### config.mk
export PLATFORM = sky130hd
export DESIGN_NAME = aluUnit
export DESIGN_NICKNAME = d
export VERILOG_FILES = /design/src/datapathPkg.sv /design/src/aluUnit.sv
export SDC_FILE = /design/constraint.sdc
export NUM_CORES = 2
export LEC_CHECK = 0
export CORE_ASPECT_RATIO = 0.8
export CORE_MARGIN = 2
export CORE_UTILIZATION = 33
export DETAILED_ROUTE_END_ITERATION = 7
export DONT_BUFFER_PORTS = 1
export PLACE_DENSITY_LB_ADDON = 0.08
export SLEW_MARGIN = 20
export SYNTH_ARGS = -nofsm -noshare
export SYNTH_HDL_FRONTEND = slang
export SYNTH_SLANG_ARGS = --single-unit
### constraint.sdc
create_clock -name vclk -period 24.2
set_input_delay 3.63 -clock vclk [all_inputs]
set_output_delay 3.63 -clock vclk [all_outputs]
set_load 0.05 [all_outputs]
### src/datapathPkg.sv
package datapathPkg;

    // Bus, register and index widths
    localparam int dataWidth   = 32;
    localparam int regCount    = 16;
    localparam int regIdxWidth = 4;
    localparam int opWidth     = 5;

    // Derived field widths
    localparam int constWidth  = dataWidth - opWidth - 2 * regIdxWidth;  // 19-bit immediate
    localparam int shiftWidth  = $clog2(dataWidth);                      // Shift amount from B

    // ALU operation codes, shared with the IR opcode field
    localparam logic [opWidth-1:0] opAdd  = 5'b00010;
    localparam logic [opWidth-1:0] opSub  = 5'b00011;
    localparam logic [opWidth-1:0] opAnd  = 5'b00100;
    localparam logic [opWidth-1:0] opOr   = 5'b00101;
    localparam logic [opWidth-1:0] opShr  = 5'b00110;
    localparam logic [opWidth-1:0] opShra = 5'b00111;
    localparam logic [opWidth-1:0] opShl  = 5'b01000;
    localparam logic [opWidth-1:0] opRor  = 5'b01001;
    localparam logic [opWidth-1:0] opRol  = 5'b01010;
    localparam logic [opWidth-1:0] opMul  = 5'b01011;
    localparam logic [opWidth-1:0] opNeg  = 5'b01100;
    localparam logic [opWidth-1:0] opNot  = 5'b01101;

    // Three-register format: op ra, rb, rc
    typedef struct packed {
        logic [opWidth-1:0]                        opcode;
        logic [regIdxWidth-1:0]                    ra;
        logic [regIdxWidth-1:0]                    rb;
        logic [regIdxWidth-1:0]                    rc;
        logic [dataWidth-opWidth-3*regIdxWidth-1:0] unused;  // Ignored by the datapath
    } irRFormat;

    // Register-plus-constant format: op ra, rb, C
    typedef struct packed {
        logic [opWidth-1:0]     opcode;
        logic [regIdxWidth-1:0] ra;
        logic [regIdxWidth-1:0] rb;
        logic [constWidth-1:0]  constant;   // Two's complement
    } irIFormat;

    // Same IR word seen through either format
    typedef union packed {
        irRFormat rFormat;
        irIFormat iFormat;
    } irWord;

endpackage

### src/aluUnit.sv
`timescale 1ns/1ps

module aluUnit (
    input  logic [datapathPkg::dataWidth-1:0]     opA,
    input  logic [datapathPkg::dataWidth-1:0]     opB,
    input  logic [datapathPkg::opWidth-1:0]       aluOp,
    input  logic                                  incB,
    output logic [2*datapathPkg::dataWidth-1:0]   result
);
    import datapathPkg::*;

    logic [shiftWidth-1:0]         shAmt;
    logic [2*dataWidth-1:0]        rotRight;
    logic [2*dataWidth-1:0]        rotLeft;
    logic signed [2*dataWidth-1:0] product;
    logic [dataWidth-1:0]          lowWord;

    assign shAmt = opB[shiftWidth-1:0];   // Only the low bits of B count

    // Rotates built from a doubled copy of A
    assign rotRight = {opA, opA} >> shAmt;
    assign rotLeft  = {opA, opA} << shAmt;

    // Full signed product, both halves kept
    assign product = $signed(opA) * $signed(opB);

    // Single-word operations
    always_comb begin
        lowWord = '0;
        if (incB) begin
            lowWord = opB + 1'b1;   // PC increment path
        end else begin
            case (aluOp)
                opAdd:   lowWord = opA + opB;
                opSub:   lowWord = opA - opB;
                opAnd:   lowWord = opA & opB;
                opOr:    lowWord = opA | opB;
                opShr:   lowWord = opA >> shAmt;
                opShra:  lowWord = $signed(opA) >>> shAmt;
                opShl:   lowWord = opA << shAmt;
                opRor:   lowWord = rotRight[dataWidth-1:0];
                opRol:   lowWord = rotLeft[2*dataWidth-1:dataWidth];
                opNeg:   lowWord = -opB;
                opNot:   lowWord = ~opB;
                default: lowWord = '0;
            endcase
        end
    end

    // Only multiply fills the upper word
    always_comb begin
        if (!incB && aluOp == opMul) begin
            result = product;
        end else begin
            result = {{dataWidth{1'b0}}, lowWord};
        end
    end

endmodule

==> results.yml <==
run_status:
  status: "complete, no violations"
final_layout:
  clockBufferCount: 0
  drive_above_1_share: 0.04302
  syn_to_final_growth_pct: 3.743
  nFlopsAndLatches: 0
  seqCellArea_um2: 0
  layout.nets: 6668
  fin_cells: 7104
synthesis:
  synth_top_area_frac: 0.4712
  synth.distinct_cells: 100
  synthAdderAreaFrac: 0.5478
  yosysMostFrequentCell: "fa_1"
  seq_area_frac_synth: 0
  avgSynthCellArea_um2: 8.399
  synth.cell_area_um2: 46060
  synth_area_leaders: "fa_1, inv_1, ha_1"
  synth_compound_gate_area_share: 0.1154
  synthSimpleGateAreaFrac: 0.1485
  synthTopCellsByCount: "fa_1, inv_1, nor2_1"
  synth-xor-area-share: 0.02567
  synthMuxAreaShare: 0.04594
  syn_nets: 6920
  synthCells: 5484
  yosysWarnings: 0
  synth_top_family_by_area: "adder cells"
  yosysTopAreaCell: "fa_1"
floorplanning:
  core-area_um2: 138500
  die_y_um: 338.2
  io_pins: 134
  die_width_um: 421.7
  start_util: 0.3327
  die_area_um2: 142600
  rows: 122
worst_setup_path:
  crit_type: "input pin to output pin"
  cp.arrival_ps: 13600
  critPathRequiredTime_ps: 20570
  crit_path_end_kind: "output pin"
  critPathLaunchType: "input pin"
  critPathMaxFanout: 37
place:
  post-dp-hpwl_um: 170700
  globalplace.congestion: 1.054
  placed_cells: 7090
  portBuffers: 0
sta:
  final.period_utilization: 0.7119
  finalSetupViolCount: 0
  final_hold_viol_count: 0
  rsz0062_at_grt: "false"
  tns_ps: 0
  finalCriticalPeriod_ps: 17230
  slew_headroom: 0.1419
  max_freq_mhz: 58.04
  worst_slew_pin_slew_ps: 1274
  drv_slew: 0
global_route:
  antenna_found_initial: 19
  gr-usage-all-layers: 0.3091
  grt_pass1_vias: 41380
  grt_max_degree: 128
  gr-total-overflow: 0
  grt_pass1_wl_um: 319000
routing:
  postRouteAntennaNets: 0
  via_per_inst: 5.632
  num_vias: 40010
  drt-pass1-iter-count: 7
  drt-initial-drc-count: 4193
  wl_per_cell_um: 31.08
  wirelength_um: 220800
  drc: 0
hold_path:
  hp-class: "input pin to output pin"
  worstHoldPathCells: 2
cts:
  postCtsSetupBuffers: 0
  hold_buffers: 0
  cts_resized: 0
flow_run:
  drv_cap: 0
## cells by family (layout without fill, tap and decap cells)
kind of cell               Yosys count  after routing
AOI/OAI and AO/OA                  806            806
xor gates and xnor gates           135            135
adders and majority gates         1366           1366
buffers and inverters             1385           1131
muxes                              134            134
other                                0             14
and+or+nand+nor                   1658           1658
## area by class of cell
type / instances / area, um^2
Tap cell: 1860 / 2327
Fill cell: 14760 / 90670
Multi-Input combinational cell: 4099 / 40840
Timing Repair Buffer: 88 / 668.1
Antenna cell: 14 / 35.03
Inverter: 1043 / 3915
## worst max-delay path: stages
cell and delay [ps]:
clkinv_1 330, buf_4 340, nor2_1 480, fa_1 570, fa_1 500, fa_2 910
fa_1 560, fa_1 500, fa_1 570, fa_1 450, fa_1 480, ha_1 440
nand3_2 270, nor4_1 900, and3_1 350, o211ai_1 170, o211ai_1 450, o31a_1 490
a21oi_1 240, xor2_1 190, nor2_1 690
## through the flow
step	setup slack [ps]	util	hold slack [ps]	area (um^2)
final	6971	0.3451	7663	47780
after global routing	6701	0.3449	7663	47750
after CTS	7020	0.3448	7644	47740
after detailed placement	7054	0.3448	7648	47740
after global placement	7126	0.3443	7761	47670
after floorplan	8212	-	7790	46060
## worst paths after layout
| path | endpoint | slack [ps] | start |
|---|---|---|---|
| max | result[55] | 6970 | opA[31] |
| min | result[25] | 7660 | incB |
## per-layer routing
metal  global-route usage  wire (um)
met1               0.4410      96610
met2               0.4726      96980
met3              0.05979      18430
met4              0.09229       8428
met5             0.007000        375
## layout by cell type, fill, tap and decap left out, drive strengths merged, types with 27 or more instances in the layout
cell       n
a211oi    45
a21o      59
a21oi    220
a22oi     27
a31oi     53
buf       88
clkinv    31
fa      1084
ha       282
inv     1012
mux2i     58
mux4      58
nand2    611
nand3     57
nor2     785
nor3      60
o21ai    148
o21bai    30
o22ai     49
xnor2    102
xor2      33
Power is not shown: default switching activity piles up to over one toggle a cycle in this logic, so the estimate is an artifact.
