`config.mk`:
```
export PLATFORM = sky130hd
export DESIGN_NAME = selectEncode
export DESIGN_NICKNAME = d
export VERILOG_FILES = /design/src/datapathPkg.sv /design/src/selectEncode.sv
export SDC_FILE = /design/constraint.sdc
export NUM_CORES = 1
export LEC_CHECK = 0
export BUFFER_PORTS_ARGS = -buffer_cell sky130_fd_sc_hd__buf_2
export CORE_MARGIN = 3
export CORE_UTILIZATION = 27
export DETAILED_ROUTE_END_ITERATION = 16
export PLACE_DENSITY = 0.94
export SETUP_SLACK_MARGIN = 0.3
export SYNTH_ARGS = -nofsm -noshare
export SYNTH_HDL_FRONTEND = slang
export SYNTH_SLANG_ARGS = --single-unit
```
`constraint.sdc`:
```
create_clock -name vclk -period 2.45
set_input_delay 0.49 -clock vclk [all_inputs]
set_output_delay 0.49 -clock vclk [all_outputs]
set_load 0.05 [all_outputs]
```
`src/datapathPkg.sv`:
```
package datapathPkg;

    // Bus, register and index widths
    localparam int dataWidth   = 32;
    localparam int regCount    = 16;
    localparam int regIdxWidth = 4;
    localparam int opWidth     = 5;

    // Derived field widths
    localparam int constWidth  = dataWidth - opWidth - 2 * regIdxWidth;  // 19-bit immediate
    localparam int shiftWidth  = $clog2(dataWidth);                      // Shift amount from B

    // ALU operation codes, shared with the IR opcode field
    localparam logic [opWidth-1:0] opAdd  = 5'b00010;
    localparam logic [opWidth-1:0] opSub  = 5'b00011;
    localparam logic [opWidth-1:0] opAnd  = 5'b00100;
    localparam logic [opWidth-1:0] opOr   = 5'b00101;
    localparam logic [opWidth-1:0] opShr  = 5'b00110;
    localparam logic [opWidth-1:0] opShra = 5'b00111;
    localparam logic [opWidth-1:0] opShl  = 5'b01000;
    localparam logic [opWidth-1:0] opRor  = 5'b01001;
    localparam logic [opWidth-1:0] opRol  = 5'b01010;
    localparam logic [opWidth-1:0] opMul  = 5'b01011;
    localparam logic [opWidth-1:0] opNeg  = 5'b01100;
    localparam logic [opWidth-1:0] opNot  = 5'b01101;

    // Three-register format: op ra, rb, rc
    typedef struct packed {
        logic [opWidth-1:0]                        opcode;
        logic [regIdxWidth-1:0]                    ra;
        logic [regIdxWidth-1:0]                    rb;
        logic [regIdxWidth-1:0]                    rc;
        logic [dataWidth-opWidth-3*regIdxWidth-1:0] unused;  // Ignored by the datapath
    } irRFormat;

    // Register-plus-constant format: op ra, rb, C
    typedef struct packed {
        logic [opWidth-1:0]     opcode;
        logic [regIdxWidth-1:0] ra;
        logic [regIdxWidth-1:0] rb;
        logic [constWidth-1:0]  constant;   // Two's complement
    } irIFormat;

    // Same IR word seen through either format
    typedef union packed {
        irRFormat rFormat;
        irIFormat iFormat;
    } irWord;

endpackage

```
`src/selectEncode.sv`:
```
`timescale 1ns/1ps

module selectEncode (
    input  datapathPkg::irWord                    ir,
    input  logic                                  Gra,
    input  logic                                  Grb,
    input  logic                                  Grc,
    input  logic                                  Rin,
    input  logic                                  Rout,
    input  logic                                  BAout,
    output logic [datapathPkg::regCount-1:0]      regWrite,
    output logic [datapathPkg::regIdxWidth-1:0]   readIdx,
    output logic                                  regRead,
    output logic                                  baseRead,
    output logic [datapathPkg::dataWidth-1:0]     constExt
);
    import datapathPkg::*;

    logic [regIdxWidth-1:0] selIdx;
    logic                   constSign;

    // The three group selects pick one IR register field
    always_comb begin
        selIdx = '0;
        if (Gra) begin
            selIdx = selIdx | ir.rFormat.ra;
        end
        if (Grb) begin
            selIdx = selIdx | ir.rFormat.rb;
        end
        if (Grc) begin
            selIdx = selIdx | ir.rFormat.rc;
        end
    end

    // One-hot write strobe for the selected register
    always_comb begin
        regWrite = '0;
        if (Rin) begin
            regWrite[selIdx] = 1'b1;
        end
    end

    assign readIdx  = selIdx;
    assign regRead  = Rout | BAout;   // Either read form drives the bus
    assign baseRead = BAout;

    // Immediate sign-extended to a full word
    assign constSign = ir.iFormat.constant[constWidth-1];
    assign constExt  = {{(dataWidth - constWidth){constSign}}, ir.iFormat.constant};

endmodule

```
==> results.md <==
- CP max-delay cell: a222oi_1
- Core area: 0.00140 sq mm
- Commonest non-fill, non-tap cell in the layout: buf_2
- Total die area: 0.00210 sq mm
- Static Leak: 0.449 nW
- Power share of the clock group: 0%
- Routed length on met1: 502 um
- Netlist cell types: 11
- Starting density of the core: 30.6%
- Startpoint Class: input pin
- Dpl cells: 112
- Final #Nets: 141
- Cell Area, Placed: 657 sq um
- Initial antenna violation count: 0
- Met2 Routed Length: 923 um
- Routed WL: 1590 um
- Fmax: 0.462 GHz
- Tcrit/Tclk final: 88.3%
- # DRC: 0
- Crit-path cells: buf_8, a222oi_1, buf_4, nand2_2, buf_6, nor3_4, buf_6
- Hold Crit Start: ir[10]
- Internal Power: 0.0869 mW
- Max IR drop VDD: 0.217 mV
- Kind of critical path: in -> out
- Status: completed
- Drt pass-1 iters: 4
- Post-route cell area: 860 sq um
- Largest net degree at the start of global routing: 16
- Vias: 527
- Final setup vio count: 0
- CP Data Required Time: 1.96 ns
- Syn Inst Count: 65
- Post-CTS Hold Buffers: 0
- Synth Area per Inst: 6.58 sq um
- Final Hold Viols: 0
- Hold Path Stages: 0
- Slew headroom: 75.1%
- Area grow syn2layout: 101%
- Seq cells: 0
- Setup tns final: 0 ns
- Share of layout cells above drive strength 1: 89.1%
- Total grt overflow: 0
- Worst Tran Pin Value: 0.374 ns
- Uppermost layer routed: met4
- Register area: 0 sq um
- Post-synthesis sequential area ratio: 0%
- Final std cells w/o fill: 116
- HPWL Detailed: 1190 um
- Wire per inst: 13.7 um
- Mapped Area: 428 sq um
- Net Sw Power: 0.180 mW
- Total GRT Usage: 13.6%
- DR vias/cell: 4.54
- Port Buf Inserts: 57
- Die Y: 45.8 um
- Commonest non-fill, non-tap cells in the layout: buf_2 (37), buf_6 (20), buf_4 (10)
- Metal3 WL: 159 um
- Hold Crit Class: in -> out
- DR iter-0 viols: 14
- Site Rows: 13
- Arr. time, crit path: 1.67 ns
- First-pass GRT wire length: 2190 um
- Net Sw Frac: 67.4%
- Max Transition Viols Final: 0
- CP Launch Point: Gra
- CP max FO: 4
- CP most frequent cell: buf_6
- Max-cap violation count: 0
- Post-Syn Nets: 103
- Gpl congestion: 0.705
- Sequential share of power: 0%
- Chip Width: 45.8 um
- Comb pwr share: 100.0%
- N_diodes: 0
- Max incr delay on CP: 0.34 ns
- Vias in the first global route: 491
- Ports: 92
- CLK BUF: 0
- Final ANT Viol Nets: 0
- Yosys warnings: 0
- CP Capture Type: output pin
- RSZ-0062 raised after global routing: true
- Pwr/cell area: 310 mW/mm^2
- Crit path time final: 2.16 ns
## critical path, delay by kind of cell
family / cells / cell delay (ns)
AOI/OAI and AO/OA: 1 / 0.34
and+or+nand+nor: 2 / 0.23
buffers and inverters: 4 / 0.61
## final timing paths
check | slack [ns] | endpoint
worst max-delay path | 0.29 | regWrite[0]
worst min-delay path | 0.98 | constExt[10]
## cells by family after synthesis
group | synth area share [%]
AOI/OAI and AO/OA | 9.36
buffers and inverters | 62.3
and+or+nand+nor | 28.4
## cells in the mapped netlist
library cell / n / area (sq um)
or2_2: 1 / 6.26
nand2b_1: 3 / 18.8
or2_1: 1 / 6.26
buf_4: 33 / 248
inv_2: 2 / 7.51
nand2_1: 1 / 3.75
nor3_1: 16 / 80.1
a222oi_1: 4 / 40.0
clkbuf_1: 1 / 3.75
nand2_2: 1 / 6.26
inv_1: 2 / 7.51
## per-stage QoR
stage               setup WS [ns]  total power [mW]  util (%)  hold WS (ns)
floorplan                  -0.389             0.244         -          1.15
global placement            0.157             0.226      47.0         0.980
detailed placement          0.128             0.229      47.0         0.980
CTS                         0.255             0.255      57.6         0.980
global route                0.218             0.279      61.4         0.980
finish                      0.286             0.267      61.4         0.980
## per-layer routing
layer,GRT usage (%),vias up
met5,0,-
met2,29.5,31
met1,13.2,229
met3,1.98,2
met4,1.14,0
li1,-,265
## layout make-up
class | count | area [sq um]
Inverter | 4 | 15.0
Multi-Input combinational cell | 27 | 298
Tap cell | 15 | 18.8
Timing Repair Buffer | 70 | 528
Fill cell | 124 | 539
## power by group through the flow
stage / Sequential [mW] / Clock, mW / Combinational (mW)
after global placement: 0 / 0 / 0.226
after detailed placement: 0 / 0 / 0.229
final: 0 / 0 / 0.267
after floorplan: 0 / 0 / 0.244
after global routing: 0 / 0 / 0.279
after CTS: 0 / 0 / 0.255
## repair_timing
item | 4_1_cts | 5_1_grt
resized for setup | 36 | 10
setup buffers | 3 | 1
pin swaps | 10 | 8
endpoints found under the hold margin | 0 | 0
setup endpoints to repair | 16 | 15
Power figures use the tool's default switching activity.
