### config.mk
export PLATFORM = sky130hd
export DESIGN_NAME = registerFile
export DESIGN_NICKNAME = d
export VERILOG_FILES = /design/src/datapathPkg.sv /design/src/registerFile.sv
export SDC_FILE = /design/constraint.sdc
export NUM_CORES = 1
export LEC_CHECK = 0
export BUFFER_PORTS_ARGS = -buffer_cell sky130_fd_sc_hd__buf_2
export CORE_MARGIN = 2
export CORE_UTILIZATION = 50
export CTS_CLUSTER_DIAMETER = 80
export DETAILED_ROUTE_END_ITERATION = 10
export PLACE_DENSITY = 0.68
export SLEW_MARGIN = 20
export SYNTH_ARGS = -nofsm -noshare
export SYNTH_HDL_FRONTEND = slang
export SYNTH_SLANG_ARGS = --single-unit
### constraint.sdc
create_clock -name Clock -period 2.89 [get_ports Clock]
set_clock_uncertainty 0.15 [all_clocks]
set_input_delay 0.4335 -clock Clock [delete_from_list [all_inputs] [get_ports Clock]]
set_output_delay 0.4335 -clock Clock [all_outputs]
set_load 0.005 [all_outputs]
### src/datapathPkg.sv
package datapathPkg;

    // Bus, register and index widths
    localparam int dataWidth   = 32;
    localparam int regCount    = 16;
    localparam int regIdxWidth = 4;
    localparam int opWidth     = 5;

    // Derived field widths
    localparam int constWidth  = dataWidth - opWidth - 2 * regIdxWidth;  // 19-bit immediate
    localparam int shiftWidth  = $clog2(dataWidth);                      // Shift amount from B

    // ALU operation codes, shared with the IR opcode field
    localparam logic [opWidth-1:0] opAdd  = 5'b00010;
    localparam logic [opWidth-1:0] opSub  = 5'b00011;
    localparam logic [opWidth-1:0] opAnd  = 5'b00100;
    localparam logic [opWidth-1:0] opOr   = 5'b00101;
    localparam logic [opWidth-1:0] opShr  = 5'b00110;
    localparam logic [opWidth-1:0] opShra = 5'b00111;
    localparam logic [opWidth-1:0] opShl  = 5'b01000;
    localparam logic [opWidth-1:0] opRor  = 5'b01001;
    localparam logic [opWidth-1:0] opRol  = 5'b01010;
    localparam logic [opWidth-1:0] opMul  = 5'b01011;
    localparam logic [opWidth-1:0] opNeg  = 5'b01100;
    localparam logic [opWidth-1:0] opNot  = 5'b01101;

    // Three-register format: op ra, rb, rc
    typedef struct packed {
        logic [opWidth-1:0]                        opcode;
        logic [regIdxWidth-1:0]                    ra;
        logic [regIdxWidth-1:0]                    rb;
        logic [regIdxWidth-1:0]                    rc;
        logic [dataWidth-opWidth-3*regIdxWidth-1:0] unused;  // Ignored by the datapath
    } irRFormat;

    // Register-plus-constant format: op ra, rb, C
    typedef struct packed {
        logic [opWidth-1:0]     opcode;
        logic [regIdxWidth-1:0] ra;
        logic [regIdxWidth-1:0] rb;
        logic [constWidth-1:0]  constant;   // Two's complement
    } irIFormat;

    // Same IR word seen through either format
    typedef union packed {
        irRFormat rFormat;
        irIFormat iFormat;
    } irWord;

endpackage

### src/registerFile.sv
`timescale 1ns/1ps

module registerFile (
    input  logic                                  Clock,
    input  logic                                  rstN,
    input  logic                                  stepEn,
    input  logic [datapathPkg::regCount-1:0]      regWrite,
    input  logic [datapathPkg::regIdxWidth-1:0]   readIdx,
    input  logic                                  baseRead,
    input  logic [datapathPkg::dataWidth-1:0]     writeData,
    output logic [datapathPkg::dataWidth-1:0]     readData
);
    import datapathPkg::*;

    logic [dataWidth-1:0] regs [regCount];
    logic                 zeroBase;

    // R0..R15, each with its own write strobe
    for (genvar i = 0; i < regCount; i++) begin : gReg
        always_ff @(posedge Clock) begin
            if (!rstN) begin
                regs[i] <= '0;
            end else if (stepEn && regWrite[i]) begin
                regs[i] <= writeData;
            end
        end
    end

    // Base addressing treats R0 as "no base register"
    assign zeroBase = baseRead && (readIdx == '0);

    always_comb begin
        if (zeroBase) begin
            readData = '0;
        end else begin
            readData = regs[readIdx];
        end
    end

endmodule

==> metrics.cfg, run 1 <==
[clock_tree]
clock-sinks=512
cts_buffer_depth=3
ctsHtreeMaxLevel=2
numCtsBuffers=53
cts_resized=0
root_buffer=clkbuf_16
cts_hold_buf=0
cts_tree=done
post-cts-setup-buffers=0
clk_pin_slew_worst_paths_ps=60

[worst_setup_path]
end_kind=output port
cp_top_family=multiplexers
path_class=reg2out
crit_buf_inv=2
slowest_stage=mux4_2
cp.arrival_ps=2220
max_stage_delay_ps=470
crit_fanout=1
start_kind=register
crit_chain=mux4_2 -> mux2_2 -> nand2_1 -> o21ai_0 -> buf_4 -> buf_2
cp.required_ps=2310

[finish]
final_core_util=0.574
design_area_um2=26600
reg.largest.list=regs (512)
n_fill_cell=3578
largest_reg_flops=512
area_delta_synth_final_pct=13.8
finalNetCount=1694
drive_above_1_share=0.217
top_register=regs

[route]
wl_per_cell_um=26.8
wl_um=61400
top_layer=met5
met1Wirelength_um=25100
num_vias=13500
drt_iter0_drc=1391
wl_met2_um=29900
ant_nets=0
wl_met3_um=4890
drt-pass1-iter-count=5
viasPerCell=5.91
drc_errors=0

[power_and_ir_drop]
swShare=0.230
p_switching_uw=3990
p_leak_uw=0.0101
ir_drop_uv=402
comb_power_share=0.099
p_int_uw=13400
powerDensity_nw_per_um2=652
pwr-share-seq=0.517
clkPwrFrac=0.384

[yosys]
async_flop_share=0
synthTopCellsByCount=and2_1 (512), edfxtp_1 (512), clkbuf_1 (102), mux2i_1 (96), mux4_2 (85)
netlist_area_um2=23400
synth_seq_cells=512
synth_nets=1616
muxShareOfSynthArea=0.138
yosysTopAreaCell=edfxtp_1
synth-edff-count=512
synth_compound_area_frac=0.0193
yosysSeqAreaShare=0.658
synth_top_family_by_area=simple AND/OR/NAND/NOR gates
yosys.area_share.simple=0.158
yosys.cell_types.count=28
synthXorXnorAreaFrac=0
synth_ff_type=edfxtp_1
yosysTopAreaCellShare=0.658
avgSynthCellArea_um2=15.0
yosys-top-cells-area=edfxtp_1 (66%), and2_1 (14%), mux4_2 (8.2%)
synthAdderAreaFrac=0
yosys_warnings=0
synth_cells=1560

[floorplanning]
die_w_um=220
top_level_ports=88
start_util=0.504
rows=79
fp.dieArea_um2=48500
coreArea_um2=46400
dieHeight_um=220

[sta]
rsz0062_at_grt=false
maxSlewViolCount=0
period_share=0.971
worst_slack_ps=85.2
max_freq_mhz=357
worst_slew_pin_slew_ps=662
fin_setup_tns_ps=0
final-hold-violation-count=0
finalCriticalPeriod_ps=2800
final-setup-viol-count=0
maxSlewHeadroom=0.558

[grt]
grt_usage=0.261
grt_pass1_wl_um=90600
overflow=0
grt_max_degree=33
grt_pass1_vias=13800
antenna_found_initial=7

[placed_design]
place.gp.congestion=0.794
io_buffers=87
dp_hpwl_um=34400
preCtsSetupSlack_ps=79.6
placed_cell_area_um2=24900

[status]
outcome=complete, no violations

[worst_hold_path]
min_path_type=in2reg

[flow_run]
drv_cap=0

path summary, 6_finish.rpt:
path,cells past startpoint,slack [ps],to,from
hold / removal,2,140,regs[8][18]$_SDFFCE_PN0P_,writeData[18]
setup / recovery,6,90,readData[11],regs[15][11]$_SDFFCE_PN0P_
kinds of logic (layout without fill, tap and decap cells):
group,Yosys count,count (layout)
DFF,512,512
and+or+nand+nor,623,623
muxes,212,212
other,0,3
buffers and inverters,136,257
AOI/OAI and AO/OA,77,77
area by class of cell:
class,instances,area (um2),area share
Clock inverter,28,229,0.00861
Antenna cell,3,7.51,0.000282
Timing Repair Buffer,159,1380,0.0519
Sequential cell,512,15400,0.578
Multi-Input combinational cell,912,7410,0.279
Clock buffer,70,1430,0.0539
Tap cell,607,759,0.0286
per-stage QoR:
step / total power [uW] / hold WS, ps / instances
after global placement: 10800 / 737 / 2190
final: 17300 / 136 / 2291
after global routing: 17900 / 141 / 2288
after detailed placement: 10800 / 747 / 2190
after CTS: 17400 / 102 / 2288
after floorplan: 10100 / 482 / 1560
metal layers:
metal  track usage  vias up
li1              -     5833
met1         0.365     6968
met2         0.430      623
met3        0.0396      100
met4        0.0734        6
met5             0        -
power by group through the flow:
stage	combinational [uW]	clock (uW)	sequential (uW)
detailed placement	1720	0	9120
floorplan	995	0	9060
CTS	1730	6740	8970
finish	1720	6660	8970
global placement	1690	0	9090
global route	1830	7020	9020
cell usage in the layout (no fill, tap or decap):
master	synthesis	routed
buf_6	3	1
buf_12	3	31
or3_1	1	1
mux4_2	85	85
nand3_1	1	1
o22ai_1	42	42
buf_4	2	42
bufinv_16	0	4
buf_2	23	84
diode_2	0	3
o21ai_1	2	3
nand2_2	0	16
clkinv_1	0	12
and2_1	512	512
nand3b_1	2	2
clkinv_2	0	11
a221o_1	1	1
inv_6	0	1
nand2_1	84	68
nand2b_1	1	1
a32o_1	1	1
edfxtp_1	512	512
clkbuf_1	102	15
clkbuf_16	0	55
and4_1	1	1
a21oi_1	1	1
a21o_1	1	1
nor2b_1	1	1
mux2_2	31	31
nor2_1	2	2
or3b_2	2	2
clkbuf_8	0	1
o21ai_0	29	28
and3_1	16	16
mux2i_1	96	96
Note: power is estimated with default switching activity, not from simulation.
==> inputs of run 2 (changes only) <==
Settings changed: BUFFER_PORTS_ARGS -buffer_cell sky130_fd_sc_hd__buf_2 to unset, DONT_BUFFER_PORTS set to 1, HOLD_SLACK_MARGIN set to 0.1, PLACE_DENSITY 0.68 to 0.66.
==> run 2 against run 1 <==
Compared with the run above:
- flip-flop and latch count unchanged
- largest power group unchanged
- power decreased by 2.1%
- combinational power fell by 18%
- worst setup slack improved by 160 ps
==> metrics.cfg, run 2 (synthesized netlist as in run 1, its figures left out) <==
[power_and_ir_drop]
p_leak_uw=0.00958  ; was 0.0101 uW
p_int_uw=13200  ; was 13400 uW
ir_drop_uv=569  ; was 402 uV
clkPwrFrac=0.389  ; was 0.384
pwr-share-seq=0.528  ; was 0.517
swShare=0.223  ; was 0.230
comb_power_share=0.083  ; was 0.099
powerDensity_nw_per_um2=656  ; was 652 nW/um2
p_switching_uw=3780  ; was 3990 uW

[clock_tree]
post-cts-setup-buffers=0  ; unchanged
clock-sinks=512  ; unchanged
cts_buffer_depth=3  ; unchanged
ctsHtreeMaxLevel=2  ; unchanged
root_buffer=clkbuf_16  ; unchanged
numCtsBuffers=53  ; unchanged
cts_tree=done  ; unchanged
clk_pin_slew_worst_paths_ps=60  ; about the same

[worst_setup_path]
cp_top_family=multiplexers  ; unchanged
cp.required_ps=2310  ; about the same
end_kind=output port  ; unchanged
crit_fanout=1  ; unchanged
crit_chain=mux4_2 -> mux2_2 -> nand2_1 -> o21ai_0  ; was mux4_2 -> mux2_2 -> nand2_1 -> o21ai_0 -> buf_4 -> buf_2
cp.arrival_ps=2060  ; was 2220 ps
path_class=reg2out  ; unchanged
start_kind=register  ; unchanged
crit_buf_inv=0  ; was 2
max_stage_delay_ps=480  ; was 470 ps
slowest_stage=mux4_2  ; unchanged

[floorplanning]
start_util=0.504  ; unchanged
fp.dieArea_um2=48500  ; unchanged
rows=79  ; unchanged
dieHeight_um=220  ; unchanged
die_w_um=220  ; unchanged
coreArea_um2=46400  ; unchanged
top_level_ports=88  ; unchanged

[sta]
maxSlewHeadroom=0.336  ; was 0.558
final-setup-viol-count=0  ; unchanged
finalCriticalPeriod_ps=2640  ; was 2800 ps
rsz0062_at_grt=false  ; unchanged
max_freq_mhz=378  ; was 357 MHz
worst_slack_ps=246  ; was 85.2 ps
period_share=0.915  ; was 0.971
fin_setup_tns_ps=0  ; unchanged
final-hold-violation-count=0  ; unchanged
worst_slew_pin_slew_ps=997  ; was 662 ps
whs_ps=130  ; was 136 ps
maxSlewViolCount=0  ; unchanged

[finish]
mostFrequentLayoutCells=and2_1 (512), edfxtp_1 (512), mux2i_1 (96), mux4_2 (85), nand2_1 (68)  ; was and2_1 (512), edfxtp_1 (512), mux2i_1 (96), mux4_2 (85), buf_2 (84)
reg.largest.list=regs (512)  ; unchanged
area_delta_synth_final_pct=10.8  ; was 13.8%
final_core_util=0.558  ; was 0.574
largest_reg_flops=512  ; unchanged
finalNetCount=1614  ; was 1694
top_register=regs  ; unchanged
drive_above_1_share=0.158  ; was 0.217

[flow_run]
drv_cap=0  ; unchanged

[placed_design]
preCtsSetupSlack_ps=403  ; was 79.6 ps
place.gp.congestion=0.787  ; was 0.794
io_buffers=0  ; was 87
dp_hpwl_um=33400  ; was 34400 um

[route]
viasPerCell=5.77  ; was 5.91
drt_iter0_drc=1265  ; was 1391
ant_nets=0  ; unchanged
num_vias=12800  ; was 13500
wl_per_cell_um=26.5  ; was 26.8 um
drc_errors=0  ; unchanged
wl_um=58700  ; was 61400 um
drt-pass1-iter-count=5  ; unchanged

[grt]
grt_usage=0.249  ; was 0.261
grt_pass1_wl_um=86600  ; was 90600 um
antenna_found_initial=7  ; unchanged
grt_pass1_vias=13300  ; was 13800
overflow=0  ; unchanged
grt_max_degree=133  ; was 33

[worst_hold_path]
min_path_type=in2reg  ; unchanged

[status]
outcome=complete, no violations  ; unchanged

[run 2: cell type report]
cell class	instances	area, um2
well taps	607	759
multi-input cells	912	7410
clock inverters	35	294
diodes	7	17.5
fillers	3627	20500
clock buffers	61	1360
repair buffers	79	676
flip-flops and latches	512	15400
[run 2: layer usage]
layer,GRT usage,part of all wire
met3,0.0498,0.075
met4,0.0749,0.024
met1,0.338,0.42
met5,0,0
met2,0.409,0.49
[run 2: per-stage QoR]
| stage | area, um2 | power, uW | instances |
|---|---|---|---|
| detailed placement | 23900 | 10400 | 2077 |
| floorplan | 23400 | 10100 | 1560 |
| CTS | 25900 | 17100 | 2206 |
| finish | 25900 | 17000 | 2213 |
| global placement | 23900 | 10400 | 2077 |
| global route | 25900 | 17500 | 2210 |
[run 2: final timing paths]
kind	from	end	slack, ps	depth (start not counted)
max	regs[15][11]$_SDFFCE_PN0P_	readData[11]	250	4
min	rstN	regs[8][0]$_SDFFCE_PN0P_	130	1
[run 2: repair_timing]
action | in CTS | in global routing
hold buffers | 33 | 0
endpoints found under the setup margin | 0 | 0
hold endpoints to repair | 520 | 0
gates resized for setup | 0 | 0
[run 2: power by group through the flow]
stage                     clock network (uW)  logic, uW  registers [uW]
after floorplan                            0        995            9060
after global placement                     0       1270            9080
after detailed placement                   0       1280            9120
after CTS                               6700       1420            8960
after global routing                    7000       1510            9010
final                                   6610       1410            8960
